**config.mk**
```make
export PLATFORM = sky130hd
export DESIGN_NAME = pcm_dac_top
export DESIGN_NICKNAME = d
export VERILOG_FILES = /design/src/design/pcm_pkg.sv /design/src/design/pcm_dac_top.sv /design/src/design/pcm_uprate.sv /design/src/design/pcm_interpol.sv /design/src/design/pcm_sample_fifo.sv /design/src/design/pcm_apb_regs.sv
export SDC_FILE = /design/constraint.sdc
export NUM_CORES = 1
export LEC_CHECK = 0
export ABC_AREA = 1
export ABC_CLOCK_PERIOD_IN_PS = 3600
export BUFFER_PORTS_ARGS = -buffer_cell sky130_fd_sc_hd__buf_4
export CELL_PAD_IN_SITES_DETAIL_PLACEMENT = 0
export CELL_PAD_IN_SITES_GLOBAL_PLACEMENT = 1
export CORE_MARGIN = 1
export CORE_UTILIZATION = 47
export DETAILED_ROUTE_END_ITERATION = 12
export GPL_ROUTABILITY_DRIVEN = 0
export GPL_TIMING_DRIVEN = 0
export PLACE_DENSITY_LB_ADDON = 0.1
export SKIP_LAST_GASP = 1
export SLEW_MARGIN = 20
export SYNTH_ARGS = -nofsm -noshare
export SYNTH_HDL_FRONTEND = slang
export SYNTH_SLANG_ARGS = --single-unit
```
**constraint.sdc**
```tcl
create_clock -name clk -period 3.6 [get_ports clk]
set_input_delay 0 -clock clk [delete_from_list [all_inputs] [get_ports clk]]
set_output_delay 0 -clock clk [all_outputs]
set_load 0.02 [all_outputs]
```
**src/design/pcm_pkg.sv**
```systemverilog
package pcm_pkg;

    // signed 9-bit pcm sample as written over apb
    typedef logic signed [8:0] pcm_sample_t;

    // interpolator working width
    // one extra bit so the sum of two samples cannot overflow
    typedef logic signed [9:0] pcm_calc_t;

    // sample fifo
    localparam int fifo_depth = 8;

    // fill level, 0 up to fifo_depth inclusive
    typedef logic [3:0] fifo_level_t;

    // apb register map
    typedef logic [7:0] apb_addr_t;

    localparam apb_addr_t addr_ctrl   = 8'h00;
    localparam apb_addr_t addr_data   = 8'h04;
    localparam apb_addr_t addr_status = 8'h08;

    // position of the x2 interpolator inside one input period
    typedef enum logic {
        phase_base,
        phase_mid
    } uprate_phase_t;

    // write port from the register block into the fifo
    typedef struct packed {
        logic        valid;
        pcm_sample_t sample;
    } fifo_push_t;

    // status word, read back through addr_status
    typedef struct packed {
        fifo_level_t level;
        // saturating count of missed pops
        logic [7:0]  underflow;
    } pcm_status_t;

endpackage
```
**src/design/pcm_dac_top.sv**
```systemverilog
`timescale 1ns/10ps

module pcm_dac_top (
    input  logic                 clk,
    input  logic                 rst,
    // apb slave
    input  logic                 psel,
    input  logic                 penable,
    input  logic                 pwrite,
    input  pcm_pkg::apb_addr_t   paddr,
    input  logic [31:0]          pwdata,
    output logic [31:0]          prdata,
    output logic                 pready,
    output logic                 pslverr,
    // synthesizer frame tick
    input  logic                 zero,
    output pcm_pkg::pcm_sample_t pcm_resampled
);

    pcm_pkg::fifo_push_t  push;
    pcm_pkg::pcm_status_t status;
    pcm_pkg::pcm_sample_t head;
    pcm_pkg::fifo_level_t level;
    logic                 full;
    logic                 empty;
    logic                 pop;
    logic                 enable;
    logic [7:0]           underflow;

    // status word for readback
    assign status = '{level: level, underflow: underflow};

    // producer, apb registers
    pcm_apb_regs u_regs (
        .clk     ( clk     ),
        .rst     ( rst     ),
        .psel    ( psel    ),
        .penable ( penable ),
        .pwrite  ( pwrite  ),
        .paddr   ( paddr   ),
        .pwdata  ( pwdata  ),
        .prdata  ( prdata  ),
        .pready  ( pready  ),
        .pslverr ( pslverr ),
        .full    ( full    ),
        .status  ( status  ),
        .push    ( push    ),
        .enable  ( enable  )
    );

    // sample buffer
    pcm_sample_fifo u_fifo (
        .clk   ( clk   ),
        .rst   ( rst   ),
        .push  ( push  ),
        .pop   ( pop   ),
        .head  ( head  ),
        .full  ( full  ),
        .empty ( empty ),
        .level ( level )
    );

    // consumer, up-rate stage
    pcm_uprate u_uprate (
        .clk           ( clk           ),
        .rst           ( rst           ),
        .zero          ( zero          ),
        .enable        ( enable        ),
        .head          ( head          ),
        .empty         ( empty         ),
        .pop           ( pop           ),
        .underflow     ( underflow     ),
        .pcm_resampled ( pcm_resampled )
    );

endmodule

```
**src/design/pcm_uprate.sv**
```systemverilog
`timescale 1ns/10ps

module pcm_uprate (
    input  logic                 clk,
    input  logic                 rst,
    // frame tick from the synthesizer
    input  logic                 zero,
    input  logic                 enable,
    // fifo read side
    input  pcm_pkg::pcm_sample_t head,
    input  logic                 empty,
    output logic                 pop,
    // missed pops, saturating
    output logic [7:0]           underflow,
    output pcm_pkg::pcm_sample_t pcm_resampled
);

    logic last_zero;
    logic zero_edge;
    logic rate1;
    logic rate2;
    logic cen1;
    logic cen2;
    pcm_pkg::pcm_sample_t held;
    pcm_pkg::pcm_sample_t snd_in;

    // rising edge of the frame tick
    assign zero_edge = zero && !last_zero;

    // edge pipeline and divide by two
    always_ff @(posedge clk) begin
        if (rst) begin
            last_zero <= 1'b0;
            rate1     <= 1'b0;
            rate2     <= 1'b0;
            cen1      <= 1'b0;
            cen2      <= 1'b0;
        end else begin
            last_zero <= zero;
            rate1     <= zero_edge;
            if (zero_edge) begin
                rate2 <= ~rate2;
            end
            cen1 <= rate1;
            // every second edge, the first one after reset is skipped
            cen2 <= rate1 && !rate2;
        end
    end

    // fetch a new sample once per input period
    assign pop = cen2 && enable && !empty;

    // repeat the last sample when nothing was popped
    assign snd_in = pop ? head : held;

    always_ff @(posedge clk) begin
        if (rst) begin
            held      <= '0;
            underflow <= '0;
        end else begin
            if (pop) begin
                held <= head;
            end
            // count a miss only while playback is enabled
            if (cen2 && enable && empty && underflow != 8'hff) begin
                underflow <= underflow + 8'd1;
            end
        end
    end

    // x2 interpolator
    pcm_interpol u_interpol (
        .clk     ( clk           ),
        .rst     ( rst           ),
        .cen_in  ( cen2          ),
        .cen_out ( cen1          ),
        .snd_in  ( snd_in        ),
        .snd_out ( pcm_resampled )
    );

endmodule

```
**src/design/pcm_interpol.sv**
```systemverilog
`timescale 1ns/10ps

module pcm_interpol (
    input  logic                 clk,
    input  logic                 rst,
    // input sample strobe, slow rate
    input  logic                 cen_in,
    // output sample strobe, twice the input rate
    input  logic                 cen_out,
    input  pcm_pkg::pcm_sample_t snd_in,
    output pcm_pkg::pcm_sample_t snd_out
);

    // two most recent input samples
    pcm_pkg::pcm_sample_t prev;
    pcm_pkg::pcm_sample_t cur;

    // where we are inside one input period
    pcm_pkg::uprate_phase_t phase;

    // midpoint arithmetic
    pcm_pkg::pcm_calc_t sum;
    pcm_pkg::pcm_calc_t half;

    // sign extended sum, 10 bits hold it without overflow
    assign sum = pcm_pkg::pcm_calc_t'(prev) + pcm_pkg::pcm_calc_t'(cur);

    // arithmetic shift, rounds toward minus infinity
    assign half = sum >>> 1;

    // sample history, cleared so the first midpoint is defined
    always_ff @(posedge clk) begin
        if (rst) begin
            prev <= '0;
            cur  <= '0;
        end else if (cen_in) begin
            prev <= cur;
            cur  <= snd_in;
        end
    end

    // output register and phase
    always_ff @(posedge clk) begin
        if (rst) begin
            snd_out <= '0;
            phase   <= pcm_pkg::phase_base;
        end else if (cen_in) begin
            // base point is the sample that was current until now
            snd_out <= cur;
            phase   <= pcm_pkg::phase_base;
        end else if (cen_out) begin
            // halfway between the two stored samples
            // half always fits in 9 bits
            snd_out <= half[8:0];
            phase   <= pcm_pkg::phase_mid;
        end
    end

    // input strobe is a subset of the output strobe
    assert property (@(posedge clk) disable iff (rst) cen_in |-> cen_out)
        else $error("cen_in without cen_out");

    // base and midpoint alternate, no two midpoints back to back
    assert property (@(posedge clk) disable iff (rst)
                     (cen_out && !cen_in) |-> (phase == pcm_pkg::phase_base))
        else $error("two midpoints without a new input sample");

endmodule

```
**src/design/pcm_sample_fifo.sv**
```systemverilog
`timescale 1ns/10ps

module pcm_sample_fifo (
    input  logic                 clk,
    input  logic                 rst,
    input  pcm_pkg::fifo_push_t  push,
    input  logic                 pop,
    output pcm_pkg::pcm_sample_t head,
    output logic                 full,
    output logic                 empty,
    output pcm_pkg::fifo_level_t level
);

    // sample storage
    pcm_pkg::pcm_sample_t mem [pcm_pkg::fifo_depth];

    // circular pointers, depth is a power of two so they wrap by themselves
    logic [$clog2(pcm_pkg::fifo_depth)-1:0] wr_ptr;
    logic [$clog2(pcm_pkg::fifo_depth)-1:0] rd_ptr;

    // flags straight from the level count
    assign full  = (level == pcm_pkg::fifo_level_t'(pcm_pkg::fifo_depth));
    assign empty = (level == '0);

    // oldest sample is always visible
    assign head = mem[rd_ptr];

    // storage write, no reset
    always_ff @(posedge clk) begin
        if (push.valid) begin
            mem[wr_ptr] <= push.sample;
        end
    end

    // pointers and level
    always_ff @(posedge clk) begin
        if (rst) begin
            wr_ptr <= '0;
            rd_ptr <= '0;
            level  <= '0;
        end else begin
            if (push.valid) begin
                wr_ptr <= wr_ptr + 1'b1;
            end
            if (pop) begin
                rd_ptr <= rd_ptr + 1'b1;
            end
            // push and pop together keep the level
            case ({push.valid, pop})
                2'b10: level <= level + 1'b1;
                2'b01: level <= level - 1'b1;
                default: level <= level;
            endcase
        end
    end

    // the up-rate stage must check empty before popping
    assert property (@(posedge clk) disable iff (rst) pop |-> !empty)
        else $error("pop from an empty sample fifo");

    // register block must stall writes on full
    assert property (@(posedge clk) disable iff (rst) push.valid |-> !full)
        else $error("push into a full sample fifo");

    // level never exceeds the depth
    assert property (@(posedge clk) disable iff (rst)
                     level <= pcm_pkg::fifo_level_t'(pcm_pkg::fifo_depth))
        else $error("fifo level out of range");

endmodule

```
**src/design/pcm_apb_regs.sv**
```systemverilog
`timescale 1ns/10ps

module pcm_apb_regs (
    input  logic                 clk,
    input  logic                 rst,
    // apb slave
    input  logic                 psel,
    input  logic                 penable,
    input  logic                 pwrite,
    input  pcm_pkg::apb_addr_t   paddr,
    input  logic [31:0]          pwdata,
    output logic [31:0]          prdata,
    output logic                 pready,
    output logic                 pslverr,
    // fifo side
    input  logic                 full,
    input  pcm_pkg::pcm_status_t status,
    output pcm_pkg::fifo_push_t  push,
    // control
    output logic                 enable
);

    logic setup_phase;
    logic access_phase;
    logic addr_hit;
    logic data_wr;
    logic wait_state;
    logic xfer_done;
    logic [31:0] rd_mux;

    // apb phases
    assign setup_phase  = psel && !penable;
    assign access_phase = psel && penable;

    // only three registers are mapped
    assign addr_hit = (paddr == pcm_pkg::addr_ctrl) ||
                      (paddr == pcm_pkg::addr_data) ||
                      (paddr == pcm_pkg::addr_status);

    // write to the sample register
    assign data_wr = access_phase && pwrite && (paddr == pcm_pkg::addr_data);

    // stall the master while the fifo has no room
    assign wait_state = data_wr && full;

    // pready low outside access phases
    assign pready  = access_phase && !wait_state;
    assign pslverr = access_phase && !addr_hit;

    // last cycle of a transfer
    assign xfer_done = access_phase && pready;

    // push on the completing access cycle only
    // bits above 8 of pwdata are dropped
    assign push.valid  = data_wr && !full;
    assign push.sample = pwdata[8:0];

    // read mux, sampled during setup
    always_comb begin
        rd_mux = 32'd0;
        case (paddr)
            pcm_pkg::addr_ctrl: begin
                rd_mux[0] = enable;
            end
            pcm_pkg::addr_status: begin
                rd_mux[3:0]  = status.level;
                rd_mux[15:8] = status.underflow;
            end
            default: begin
                // data register is write only, unmapped reads as zero
                rd_mux = 32'd0;
            end
        endcase
    end

    // registered read data, valid in the access cycle
    always_ff @(posedge clk) begin
        if (setup_phase && !pwrite) begin
            prdata <= rd_mux;
        end
    end

    // control register
    always_ff @(posedge clk) begin
        if (rst) begin
            enable <= 1'b0;
        end else if (xfer_done && pwrite && paddr == pcm_pkg::addr_ctrl) begin
            enable <= pwdata[0];
        end
    end

    // one push per transfer, the master drops penable after pready
    assert property (@(posedge clk) disable iff (rst) push.valid |=> !push.valid)
        else $error("one apb transfer pushed two samples");

    // a stalled data write keeps its address and data until it completes
    assert property (@(posedge clk) disable iff (rst)
                     wait_state |=> (data_wr && $stable(pwdata)))
        else $error("stalled data write changed before completion");

endmodule

```
==> results.yml <==
run_status:
  status: "completed"
setup_path:
  path_cells: "nor2_2 > nand2_1 > nor2_1 > nor2_1 > nand3_1 > ha_1 > xor2_1 > ha_1 > a21oi_1 > xnor2_1 > o21ai_0 > inv_1"
  cp-start-kind: "register"
  reg2regPathDepth: 12
  critPathLaunch: "u_fifo.level[0]$_SDFFE_PP0P_"
  slowest_delay_ns: 0.45
  arrival_ns: 2.55
  crit_path_end_kind: "register"
  cpMaxStageDelayCell: "dfxtp_1"
  worst-path-buf-inv: 1
  rr_startpoint: "u_fifo.level[0]$_SDFFE_PP0P_"
  path_delay_family: "simple AND/OR/NAND/NOR gates"
  cp_num_cells: 12
  crit_fanout: 7
  crit_type: "register to register"
  worstPathRequired_ns: 3.91
timing:
  rsz0062_at_grt: "false"
  finClkSkew_ns: 0.00675
  maxSlewViolCount: 0
  max_clock_freq_ghz: 0.446
  worst_slack_ns: 1.36
  worst_slew_pin_slew_ns: 0.993
  min_period_ns: 2.24
  finalSetupViolCount: 0
  tns_ns: 0
  relSlewSlack: 0.335
  min_period_over_period: 0.623
  final-hold-violation-count: 0
logic_synthesis:
  ys.flop_type: "edfxtp_1"
  syn_inst: 697
  synth_seq_cells: 147
  synth_edf_count: 84
  synth_cell_types: 38
  syn_avg_cell_area_um2: 9.41
  async_reset_ff_frac: 0
  synth_warnings: 0
  ys_seq_area_frac: 0.577
  netlist_area_mm2: 0.00656
place:
  place_inst: 937
  hpwlAfterDp_um: 9930
  io_buffer_count: 45
  postPlaceCellArea_mm2: 0.00719
  pre_cts_slack_ns: 1.35
drt:
  wl_um: 14100
  ant_nets: 0
  first_iter_violations: 236
  drt-pass1-iter-count: 4
  via_per_inst: 5.00
  routedWlPerCell_um: 14.3
  drc: 0
  via_count: 4907
global_routing:
  overflow: 0
  grt_pass1_vias: 4623
  grt_antenna_before_repair: 0
  grt_pass1_wl_um: 22900
  grt_max_degree: 17
  grt_use_total: 0.211
finish:
  fill_cells: 1183
  multi_input_area_mm2: 0.00232
  diodes: 0
  area_growth_pct: 20.1
  postLayoutCellArea_mm2: 0.00788
  final_cells: 982
  post-route-util: 0.586
  drive_above_1_share: 0.165
  final_cell_mix: "nor2_1, nand2_1, edfxtp_1, buf_4, dfxtp_1"
  seq_area_mm2: 0.00378
  nets: 854
  final_common_cell: "nor2_1"
clock_tree:
  clkLatencyLatePin_ns: 0.42
  clock_path_buffers: 2
  cts_made_buffers: 17
  cts_tree: "yes"
  root_buffer: "clkbuf_16"
  cts.reportedPaths.clkPinSlew_ns: 0.06
  htreeDepth: 4
  cts_sinks: 147
floorplan:
  core_area_mm2: 0.0135
  dieArea_mm2: 0.0144
  ioPinCount: 89
  die_x_um: 120
  start_util: 0.488
  rows: 42
  die_y_um: 120
min_path:
  hold_depth: 4
  hold_class: "input pin to register"
  hp-start: "paddr[0]"
power_and_ir_drop:
  peakVddDrop_uv: 356
  p_leak_uw: 0.00318
  power_density_mw_per_mm2: 457
run:
  drv_cap: 0
worst min-delay path: stages:
cell and delay, ns:
buf_4 0.09, nor2_4 0.04, nand3_1 0.12, nor2_1 0.05
final cells by class:
| class | count | area share |
|---|---|---|
| buffer | 44 | 0.0405 |
| inverter | 56 | 0.0270 |
| timing repair buffer | 58 | 0.0594 |
| clock buffer | 17 | 0.0540 |
| tap | 176 | 0.0279 |
| sequential | 147 | 0.480 |
| clock inverter | 15 | 0.0171 |
| multi-input combinational | 469 | 0.294 |
per-layer routing:
layer  share of wire  up-vias  GRT usage
met5               0        -          0
met4           0.015        0     0.0938
met3           0.044       17     0.0575
met2            0.49      121      0.343
met1            0.45     2272      0.262
li1                -     2497          -
state kept, by name (all words and copies together) (netlist names), 3 cells and up, named ones only:
signal / cells
u_fifo.mem: 72
u_uprate.u_interpol.prev: 9
u_fifo.rd_ptr: 3
u_uprate.underflow: 8
u_uprate.held: 9
u_uprate.u_interpol.snd_out: 9
u_fifo.wr_ptr: 3
u_fifo.level: 4
u_regs.prdata: 12
u_uprate.u_interpol.cur: 9
cells in the mapped netlist, types with 5 or more instances:
master,n,area share
a21boi_0,5,0.0057
a21oi_1,45,0.034
buf_2,5,0.0038
buf_4,23,0.026
buf_6,8,0.014
clkbuf_1,7,0.0040
dfxtp_1,63,0.19
edfxtp_1,84,0.38
ha_1,14,0.027
inv_1,49,0.028
nand2_1,109,0.062
nand3_1,45,0.034
nand3_2,8,0.012
nand4_1,5,0.0048
nor2_1,129,0.074
o211ai_1,9,0.010
o21ai_0,29,0.022
o21ai_1,19,0.014
xor2_1,10,0.013
where the power goes:
part	switching [uW]	internal [uW]
registers	7.91	1780
clock network	697	953
logic	92.9	64.9
total	798	2800
cells by family (layout without fill, tap and decap cells):
logic type               after synthesis  in the layout  synth area share
AO/OA/AOI/OAI                        115            115            0.0961
XOR/XNOR                              11             11            0.0147
adder cells (fa/ha/maj)               15             15            0.0297
buffers and inverters                100            190            0.0810
flip-flops                           147            147             0.577
other                                  1             20          0.000572
AND/OR/NAND/NOR                      308            308             0.201
through the flow:
stage | total power (uW) | hold slack [ns]
finish | 3600 | 0.0459
detailed placement | 1970 | 0.241
floorplan | 1920 | 0.0989
global route | 3720 | 0.0342
CTS | 3630 | 0.0185
global placement | 1970 | 0.224
worst paths after layout:
path	end	slack [ns]
max	u_fifo.level[2]$_SDFFE_PP0P_	1.36
min	u_regs.prdata[1]$_SDFFCE_PP0P_	0.05
max reg2reg	u_fifo.level[2]$_SDFFE_PP0P_	1.36
min reg2reg	u_uprate.cen1$_SDFF_PP0_	0.43
what timing repair did:
action | in CTS | in global routing
hold buffers | 13 | 0
endpoints found under the hold margin | 83 | 0
resized for setup | 0 | 0
buffers inserted | 0 | 0
(Power assumes the default switching activity.)
